==> src/design/gpio_consts.svh <==
`ifndef GPIO_CONSTS_SVH
`define GPIO_CONSTS_SVH

////////////////////////////////////////
// Data path sizing
////////////////////////////////////////

// Pin count and APB data width
// Has to stay a multiple of 8
`define GPIO_DATA_W 32

// One strobe bit per byte lane
`define GPIO_STRB_W (`GPIO_DATA_W / 8)

////////////////////////////////////////
// Address and input path
////////////////////////////////////////

// Word index into the register map
`define GPIO_ADDR_W 4

// Flip-flops in front of the input register
`define GPIO_SYNC_STAGES 2

`endif

==> src/design/gpio_pkg.sv <==
`include "gpio_consts.svh"

package gpio_pkg;

  // One bit per pin
  typedef logic [`GPIO_DATA_W-1:0] gpio_word_t;

  // One bit per byte lane
  typedef logic [`GPIO_STRB_W-1:0] gpio_strb_t;

  // Word index, PADDR without the byte offset
  typedef logic [`GPIO_ADDR_W-1:0] gpio_addr_t;

  // Register map
  typedef enum gpio_addr_t {
    REG_MODE    = 4'd0,
    REG_DIR     = 4'd1,
    REG_OUT     = 4'd2,
    REG_IN      = 4'd3,
    REG_TR_TYPE = 4'd4,
    REG_TR_LVL0 = 4'd5,
    REG_TR_LVL1 = 4'd6,
    REG_TR_STAT = 4'd7,
    REG_IRQ_ENA = 4'd8
  } gpio_reg_e;

  // Output driver kind, one bit of the mode register
  typedef enum logic {DRIVE_PUSH_PULL = 1'b0, DRIVE_OPEN_DRAIN = 1'b1} gpio_drive_e;

  // Trigger kind, one bit of the trigger type register
  typedef enum logic {TRIG_LEVEL = 1'b0, TRIG_EDGE = 1'b1} gpio_trig_e;

endpackage

==> src/design/gpio_apb_regs.sv <==
`include "gpio_consts.svh"

module gpio_apb_regs (
  input  logic                 PCLK,
  input  logic                 PRESETn,

  // APB slave side
  input  logic                 psel,
  input  logic                 penable,
  input  logic                 pwrite,
  input  gpio_pkg::gpio_addr_t paddr,
  input  gpio_pkg::gpio_strb_t pstrb,
  input  gpio_pkg::gpio_word_t pwdata,
  output gpio_pkg::gpio_word_t prdata,

  // From the pad and trigger logic
  input  gpio_pkg::gpio_word_t in_val,
  input  gpio_pkg::gpio_word_t tr_hit,

  // Configuration words
  output gpio_pkg::gpio_word_t mode,
  output gpio_pkg::gpio_word_t dir,
  output gpio_pkg::gpio_word_t out_val,
  output gpio_pkg::gpio_word_t tr_type,
  output gpio_pkg::gpio_word_t tr_lvl0,
  output gpio_pkg::gpio_word_t tr_lvl1,

  output logic                 irq
);

  ////////////////////////////////////////
  // Sizing check
  ////////////////////////////////////////

  // Byte lanes must cover the word exactly
  if ((`GPIO_STRB_W * 8) != `GPIO_DATA_W) begin : g_width_check
    $error("GPIO data width must be a multiple of 8");
  end

  ////////////////////////////////////////
  // Signals
  ////////////////////////////////////////

  // Registers kept inside this block
  gpio_pkg::gpio_word_t tr_stat;
  gpio_pkg::gpio_word_t irq_ena;

  // Write decode
  logic                 wr_en;
  gpio_pkg::gpio_reg_e  reg_idx;

  // Strobes widened to one bit per data bit
  gpio_pkg::gpio_word_t byte_mask;

  // Bits cleared in the status word this cycle
  gpio_pkg::gpio_word_t stat_clr;

  ////////////////////////////////////////
  // Helpers
  ////////////////////////////////////////

  // Strobed bytes come from the bus
  // Other bytes keep their old value
  function automatic gpio_pkg::gpio_word_t merge_bytes(
    input gpio_pkg::gpio_word_t old_val,
    input gpio_pkg::gpio_word_t new_val,
    input gpio_pkg::gpio_word_t lane_mask
  );
    return (old_val & ~lane_mask) | (new_val & lane_mask);
  endfunction

  ////////////////////////////////////////
  // Decode
  ////////////////////////////////////////

  // Write lands in the access phase
  assign wr_en   = psel & penable & pwrite;
  // Unmapped indices fall into the default arms below
  assign reg_idx = gpio_pkg::gpio_reg_e'(paddr);

  always_comb begin
    for (int i = 0; i < `GPIO_STRB_W; i++) begin
      byte_mask[i*8 +: 8] = {8{pstrb[i]}};
    end
  end

  ////////////////////////////////////////
  // Configuration writes
  ////////////////////////////////////////

  always_ff @(posedge PCLK or negedge PRESETn) begin
    if (!PRESETn) begin
      mode    <= '0;
      dir     <= '0;
      out_val <= '0;
      tr_type <= '0;
      tr_lvl0 <= '0;
      tr_lvl1 <= '0;
      irq_ena <= '0;
    end else if (wr_en) begin
      case (reg_idx)
        gpio_pkg::REG_MODE:    mode    <= merge_bytes(mode, pwdata, byte_mask);
        gpio_pkg::REG_DIR:     dir     <= merge_bytes(dir, pwdata, byte_mask);
        // Input index is read-only, so a write goes to the output word
        gpio_pkg::REG_OUT,
        gpio_pkg::REG_IN:      out_val <= merge_bytes(out_val, pwdata, byte_mask);
        gpio_pkg::REG_TR_TYPE: tr_type <= merge_bytes(tr_type, pwdata, byte_mask);
        gpio_pkg::REG_TR_LVL0: tr_lvl0 <= merge_bytes(tr_lvl0, pwdata, byte_mask);
        gpio_pkg::REG_TR_LVL1: tr_lvl1 <= merge_bytes(tr_lvl1, pwdata, byte_mask);
        gpio_pkg::REG_IRQ_ENA: irq_ena <= merge_bytes(irq_ena, pwdata, byte_mask);
        // Status is handled below
        default: ;
      endcase
    end
  end

  ////////////////////////////////////////
  // Sticky trigger status
  ////////////////////////////////////////

  // Ones written on strobed lanes clear
  assign stat_clr = (wr_en && (reg_idx == gpio_pkg::REG_TR_STAT)) ?
                    (pwdata & byte_mask) : '0;

  // A hit in the clearing cycle wins over the clear
  always_ff @(posedge PCLK or negedge PRESETn) begin
    if (!PRESETn) begin
      tr_stat <= '0;
    end else begin
      tr_stat <= (tr_stat & ~stat_clr) | tr_hit;
    end
  end

  ////////////////////////////////////////
  // Read path
  ////////////////////////////////////////

  // Sampled every edge from the address
  // Data is stable for the whole access phase
  always_ff @(posedge PCLK) begin
    case (reg_idx)
      gpio_pkg::REG_MODE:    prdata <= mode;
      gpio_pkg::REG_DIR:     prdata <= dir;
      gpio_pkg::REG_OUT:     prdata <= out_val;
      gpio_pkg::REG_IN:      prdata <= in_val;
      gpio_pkg::REG_TR_TYPE: prdata <= tr_type;
      gpio_pkg::REG_TR_LVL0: prdata <= tr_lvl0;
      gpio_pkg::REG_TR_LVL1: prdata <= tr_lvl1;
      gpio_pkg::REG_TR_STAT: prdata <= tr_stat;
      gpio_pkg::REG_IRQ_ENA: prdata <= irq_ena;
      default:               prdata <= '0;
    endcase
  end

  ////////////////////////////////////////
  // Interrupt
  ////////////////////////////////////////

  // Any enabled status bit
  always_ff @(posedge PCLK or negedge PRESETn) begin
    if (!PRESETn) begin
      irq <= 1'b0;
    end else begin
      irq <= |(irq_ena & tr_stat);
    end
  end

  ////////////////////////////////////////
  // Checks
  ////////////////////////////////////////

  // Master never issues a write without byte lanes
  a_wr_strb_nonzero: assert property (
    @(posedge PCLK) disable iff (!PRESETn)
    wr_en |-> (pstrb != '0)
  ) else $error("APB write with an all-zero strobe");

  // Masked interrupt stays low on the following cycle
  a_irq_masked: assert property (
    @(posedge PCLK) disable iff (!PRESETn)
    (irq_ena == '0) |=> !irq
  ) else $error("irq high with the interrupt enable register at zero");

endmodule

==> src/design/gpio_pad_ctrl.sv <==
`include "gpio_consts.svh"

module gpio_pad_ctrl (
  input  logic                 PCLK,
  input  logic                 PRESETn,

  // Pins
  input  gpio_pkg::gpio_word_t gpio_in,
  output gpio_pkg::gpio_word_t gpio_out,
  output gpio_pkg::gpio_word_t gpio_oe,

  // Configuration from the register block
  input  gpio_pkg::gpio_word_t mode,
  input  gpio_pkg::gpio_word_t dir,
  input  gpio_pkg::gpio_word_t out_val,

  // Clean input word
  output gpio_pkg::gpio_word_t in_val
);

  // Synchroniser chain, stage 0 faces the pins
  gpio_pkg::gpio_word_t sync_q [`GPIO_SYNC_STAGES];

  ////////////////////////////////////////
  // Input path
  ////////////////////////////////////////

  always_ff @(posedge PCLK or negedge PRESETn) begin
    if (!PRESETn) begin
      for (int s = 0; s < `GPIO_SYNC_STAGES; s++) begin
        sync_q[s] <= '0;
      end
      in_val <= '0;
    end else begin
      sync_q[0] <= gpio_in;
      for (int s = 1; s < `GPIO_SYNC_STAGES; s++) begin
        sync_q[s] <= sync_q[s-1];
      end
      // One more stage after the chain
      in_val <= sync_q[`GPIO_SYNC_STAGES-1];
    end
  end

  ////////////////////////////////////////
  // Output drivers
  ////////////////////////////////////////

  // Open drain only ever pulls low
  // High is released through the enable
  always_ff @(posedge PCLK or negedge PRESETn) begin
    if (!PRESETn) begin
      gpio_out <= '0;
      gpio_oe  <= '0;
    end else begin
      for (int n = 0; n < `GPIO_DATA_W; n++) begin
        if (gpio_pkg::gpio_drive_e'(mode[n]) == gpio_pkg::DRIVE_OPEN_DRAIN) begin
          gpio_out[n] <= 1'b0;
          gpio_oe[n]  <= dir[n] & ~out_val[n];
        end else begin
          gpio_out[n] <= out_val[n];
          gpio_oe[n]  <= dir[n];
        end
      end
    end
  end

  // Input pins never see an enabled driver
  a_oe_needs_dir: assert property (
    @(posedge PCLK) disable iff (!PRESETn)
    (gpio_oe & ~$past(dir)) == '0
  ) else $error("Output enable set on a pin configured as input");

endmodule

==> src/design/gpio_trigger.sv <==
`include "gpio_consts.svh"

module gpio_trigger (
  input  logic                 PCLK,
  input  logic                 PRESETn,

  // Synchronised pin word
  input  gpio_pkg::gpio_word_t in_val,

  // Trigger configuration
  input  gpio_pkg::gpio_word_t tr_type,
  input  gpio_pkg::gpio_word_t tr_lvl0,
  input  gpio_pkg::gpio_word_t tr_lvl1,

  // Events for this cycle, one per pin
  output gpio_pkg::gpio_word_t tr_hit
);

  // Previous input word
  gpio_pkg::gpio_word_t in_dly;

  // Registered edge words
  gpio_pkg::gpio_word_t rise_q;
  gpio_pkg::gpio_word_t fall_q;

  ////////////////////////////////////////
  // Edge detection
  ////////////////////////////////////////

  always_ff @(posedge PCLK or negedge PRESETn) begin
    if (!PRESETn) begin
      in_dly <= '0;
      rise_q <= '0;
      fall_q <= '0;
    end else begin
      in_dly <= in_val;
      rise_q <= in_val & ~in_dly;
      fall_q <= in_dly & ~in_val;
    end
  end

  ////////////////////////////////////////
  // Trigger evaluation
  ////////////////////////////////////////

  // lvl0 selects low or falling
  // lvl1 selects high or rising
  always_comb begin
    for (int n = 0; n < `GPIO_DATA_W; n++) begin
      case (gpio_pkg::gpio_trig_e'(tr_type[n]))
        gpio_pkg::TRIG_EDGE: begin
          tr_hit[n] = (tr_lvl0[n] & fall_q[n]) | (tr_lvl1[n] & rise_q[n]);
        end
        default: begin
          // Level, straight from the input register
          tr_hit[n] = (tr_lvl0[n] & ~in_val[n]) | (tr_lvl1[n] & in_val[n]);
        end
      endcase
    end
  end

  // One direction per pin per cycle
  a_edge_exclusive: assert property (
    @(posedge PCLK) disable iff (!PRESETn)
    (rise_q & fall_q) == '0
  ) else $error("Rising and falling edge on the same pin in one cycle");

endmodule

==> src/design/gpio_top.sv <==
`include "gpio_consts.svh"

module gpio_top (
  input  logic                    PCLK,
  input  logic                    PRESETn,

  // APB-Lite slave
  input  logic                    PSEL,
  input  logic                    PENABLE,
  input  gpio_pkg::gpio_addr_t    PADDR,
  input  logic                    PWRITE,
  input  gpio_pkg::gpio_strb_t    PSTRB,
  input  gpio_pkg::gpio_word_t    PWDATA,
  output gpio_pkg::gpio_word_t    PRDATA,
  output logic                    PREADY,
  output logic                    PSLVERR,

  // Pins
  input  logic [`GPIO_DATA_W-1:0] gpio_in,
  output logic [`GPIO_DATA_W-1:0] gpio_out,
  output logic [`GPIO_DATA_W-1:0] gpio_oe,
  output logic                    irq
);

  // Configuration words
  gpio_pkg::gpio_word_t mode;
  gpio_pkg::gpio_word_t dir;
  gpio_pkg::gpio_word_t out_val;
  gpio_pkg::gpio_word_t tr_type;
  gpio_pkg::gpio_word_t tr_lvl0;
  gpio_pkg::gpio_word_t tr_lvl1;

  // Pin state and trigger events
  gpio_pkg::gpio_word_t in_val;
  gpio_pkg::gpio_word_t tr_hit;

  // Zero wait states, no error response
  assign PREADY  = 1'b1;
  assign PSLVERR = 1'b0;

  ////////////////////////////////////////
  // Register block
  ////////////////////////////////////////

  gpio_apb_regs u_regs (
    .PCLK    (PCLK),
    .PRESETn (PRESETn),
    .psel    (PSEL),
    .penable (PENABLE),
    .pwrite  (PWRITE),
    .paddr   (PADDR),
    .pstrb   (PSTRB),
    .pwdata  (PWDATA),
    .prdata  (PRDATA),
    .in_val  (in_val),
    .tr_hit  (tr_hit),
    .mode    (mode),
    .dir     (dir),
    .out_val (out_val),
    .tr_type (tr_type),
    .tr_lvl0 (tr_lvl0),
    .tr_lvl1 (tr_lvl1),
    .irq     (irq)
  );

  ////////////////////////////////////////
  // Pad and trigger logic
  ////////////////////////////////////////

  gpio_pad_ctrl u_pad (
    .PCLK     (PCLK),
    .PRESETn  (PRESETn),
    .gpio_in  (gpio_in),
    .gpio_out (gpio_out),
    .gpio_oe  (gpio_oe),
    .mode     (mode),
    .dir      (dir),
    .out_val  (out_val),
    .in_val   (in_val)
  );

  gpio_trigger u_trig (
    .PCLK    (PCLK),
    .PRESETn (PRESETn),
    .in_val  (in_val),
    .tr_type (tr_type),
    .tr_lvl0 (tr_lvl0),
    .tr_lvl1 (tr_lvl1),
    .tr_hit  (tr_hit)
  );

endmodule

==> config.mk <==
export PLATFORM = sky130hd
export DESIGN_NAME = gpio_top
export DESIGN_NICKNAME = d
export VERILOG_FILES = /design/src/design/gpio_pkg.sv /design/src/design/gpio_apb_regs.sv /design/src/design/gpio_pad_ctrl.sv /design/src/design/gpio_trigger.sv /design/src/design/gpio_top.sv
export VERILOG_INCLUDE_DIRS = /design/src /design/src/design
export SDC_FILE = /design/constraint.sdc
export NUM_CORES = 1
export LEC_CHECK = 0
export BUFFER_PORTS_ARGS = -buffer_cell sky130_fd_sc_hd__buf_2
export CORE_ASPECT_RATIO = 0.5
export CORE_UTILIZATION = 40
export CTS_CLUSTER_DIAMETER = 150
export DETAILED_ROUTE_END_ITERATION = 7
export GPL_TIMING_DRIVEN = 0
export SLEW_MARGIN = 20
export SYNTH_ARGS = -nofsm -noshare
export SYNTH_HDL_FRONTEND = slang
export SYNTH_HIERARCHICAL = 1
export SYNTH_SLANG_ARGS = --single-unit
==> constraint.sdc <==
create_clock -name PCLK -period 1.7 [get_ports PCLK]
set_clock_uncertainty 0.1 [all_clocks]
set_input_delay 0.17 -clock PCLK [delete_from_list [all_inputs] [get_ports PCLK]]
set_output_delay 0.17 -clock PCLK [all_outputs]
set_load 0.005 [all_outputs]
==> results_dict.tcl <==
set metrics [dict create \
    start_kind "primary input" \
    crit_path_end_kind "flop" \
    io_pins 176 \
    fmax_ghz 0.552 \
    grtUsageTotal_pct 20.8 \
    grt_overflow 0 \
    synth_cells 1444 \
    peakVddDrop_mv 0.750 \
    avgViaCountPerCell 5.27 \
    place.port_buffers 168 \
    start_util_pct 41.0 \
    grt_pass1_vias 13100 \
    crit_arrival_ps 2180 \
    outcome "complete, but fails checks" \
    p_seq_share_pct 51.4 \
    clock_latency_ps 580 \
    drcViolationCount 0 \
    hold_path_class "in2async" \
    slew-limit-headroom_pct 30.5 \
    syn_area_um2 20800 \
    antennaDiodeCount 0 \
    worst-path-max-fanout 10 \
    slowest_stage "nor2_1" \
    cts_hold_buf 65 \
    first_iter_violations 1143 \
    leakage_nw 11.7 \
    clockBufferDepth 3 \
    crit_path_frequent_cell "buf_2" \
    cap_violations 0 \
    synth_seq_cells 545 \
    fin_nets 1813 \
    htreeDepth 2 \
    cp_cell_sequence "buf_2 -> buf_2 -> nand4b_1 -> nor2_1 -> nand2_1 -> a21o_1" \
    clockPowerShare_pct 39.6 \
    combPwrFrac_pct 9.1 \
    drive_above_1_share_pct 33.3 \
    slowest_delay_ps 740 \
    place.gp.congestion 0.890 \
    ys_warn_count 6 \
    fp.dieH_um 163 \
    tightest_slew_ps 1040 \
    grt_antenna_before_repair 1 \
    power.density_nw_per_um2 1170 \
    clock_sinks 545 \
    yosys.area_share.xor_xnor_pct 0 \
    fin_crit_sh_pct 107 \
    core-area_um2 50800 \
    post-place-ws_ps -1390 \
    setup_violations 16 \
    hpwl_um 36500 \
    path_class "in2reg" \
    syn2layout_area_growth_pct 20.9 \
    fin_area_um2 25200 \
    rsz0062_at_grt "yes" \
    layout_commonest_cell "dfrtp_1" \
    worstPathRequired_ps 2070 \
    synthDistinctLibCells 39 \
    grt_max_degree 100 \
    postRouteAntennaNets 0 \
    synth_mux_area_share_pct 16.0 \
    die_w_um 325 \
    ys_seq_area_share_pct 64.8 \
    syn_nets 1521 \
    yosys.area_share.simple_pct 9.70 \
    place_area_um2 22700 \
    hold_viol_final 186 \
    fillers 4507 \
    wl_um 55200 \
    final_cell_mix "dfrtp_1, mux2_2, buf_2, nor2b_1, dlygate4sd3_1" \
    syn_avg_cell_area_um2 14.4 \
    crit_family "simple AND/OR/NAND/NOR gates" \
    whs_ps -730 \
    path_clk_slew_ps 60 \
    violations "hold timing, setup timing" \
    path_buf_inv 2 \
    slew_viol_final 0 \
    cts_tree "yes" \
    cts_root_buf "clkbuf_16" \
    die-area_um2 53000 \
    vias 13000 \
    cts_buffers 50 \
    synth_top_family_by_area "multiplexers" \
    period_minus_slack_ps 1810 \
    drtPass1Iterations 7 \
    wl_per_cell_um 22.4 \
    setup_ws_ps -113 \
    p_int_mw 22.1 \
    rows 58 \
    switching_share_pct 24.8 \
    switchingPower_mw 7.26 \
    grt_first_pass_wirelength_um 82400 \
    synth_compound_area_share_pct 8.54 \
    r2r_slack_ps 30 \
    yosys.area_share.adder_pct 0 \
]
[layer usage]
layer	GRT usage, %	part of all wire, %	vias to the layer above
li1	-	-	5840
met1	29.4	45	6690
met2	32.7	46	393
met3	4.24	6.9	90
met4	5.62	2.4	0
met5	0	0	-
[synth_stat cells]
library cell / n / area (um^2)
nand4b_1: 1 / 8.76
a21oi_1: 32 / 160
clkbuf_1: 22 / 82.6
mux2_1: 32 / 360
nor3_4: 4 / 65.1
nor2_2: 20 / 125
and3_1: 3 / 18.8
and2_1: 3 / 18.8
nand2_2: 4 / 25.0
a221oi_1: 19 / 166
a21boi_0: 32 / 240
mux2i_1: 45 / 450
nand3_1: 15 / 75.1
and2_0: 1 / 6.26
a31oi_1: 16 / 100
nor4b_2: 1 / 15.0
nor4_2: 1 / 12.5
conb_1: 2 / 7.51
or2_2: 1 / 6.26
nor2b_1: 67 / 419
nor2_1: 51 / 191
buf_2: 18 / 90.1
nand2_1: 38 / 143
a21o_1: 32 / 240
nand3b_1: 7 / 52.6
a32o_1: 32 / 320
or4_1: 1 / 7.51
or2b_1: 64 / 480
nand4_1: 9 / 56.3
and2b_2: 32 / 280
mux2_2: 224 / 2520
a222oi_1: 28 / 280
or3_1: 1 / 6.26
nor3_1: 1 / 5.00
dfrtp_1: 513 / 12800
buf_4: 2 / 15.0
a22oi_1: 36 / 270
buf_1: 2 / 7.51
dfxtp_1: 32 / 641
[per-stage QoR]
stage / total power, mW / std cells / util (%) / setup TNS (ps)
6_report: 29.3 / 2467 / 49.5 / -1190
2_1_floorplan: 16.4 / 1444 / - / 0
4_1_cts: 29.6 / 2467 / 49.5 / 0
3_3_place_gp: 17.7 / 2302 / 44.3 / -5397660
5_1_grt: 30.6 / 2467 / 49.5 / -2310
3_5_place_dp: 17.8 / 2309 / 44.7 / -202120
[cell type report]
cell class | instances | area [um^2] | share of cell area, %
multi-input combinational | 855 | 7200 | 28.6
clock inverter | 26 | 249 | 0.989
buffer | 43 | 210 | 0.835
sequential | 545 | 13500 | 53.6
clock buffer | 67 | 1460 | 5.80
timing repair buffer | 241 | 1700 | 6.77
tap | 690 | 863 | 3.43
[timing repair]
| item | CTS | global route |
|---|---|---|
| endpoints found under the setup margin | 66 | 146 |
| endpoints found under the hold margin | 384 | 95 |
| pin swaps | 1 | 0 |
| resized for setup | 23 | 10 |
| setup buffers | 0 | 0 |
| cloned | 0 | 1 |
[power groups by stage]
stage | sequential (mW) | combinational [mW] | clock, mW
after floorplan | 14.9 | 1.43 | 0
after CTS | 15.0 | 2.69 | 11.9
after global routing | 15.2 | 2.92 | 12.5
after detailed placement | 15.3 | 2.54 | 0
final | 15.1 | 2.66 | 11.6
after global placement | 15.3 | 2.45 | 0
[kinds of logic (layout without fill, tap and decap cells)]
logic type / count (synthesis) / after routing
compound gates: 227 / 227
mux: 301 / 301
flops: 545 / 545
simple gates: 325 / 325
buf+inv: 44 / 377
other cells: 2 / 2
[final timing paths]
path                                       start  cells after the start           endpoint
worst max-delay path                    PADDR[0]                      6  u_regs/tr_stat[6]
worst min register to register  u_pad/sync_q[18]                      0   u_pad/in_val[18]
worst max register to register              flop                      3         u_regs/irq
max in group asynchronous                PRESETn                      5  u_pad/gpio_oe[14]
worst min-delay path                     PRESETn                      1   u_pad/sync_q[52]
min in group PCLK                    gpio_in[25]                      2   u_pad/sync_q[57]
No activity file was read; power rests on OpenSTA's default activity.
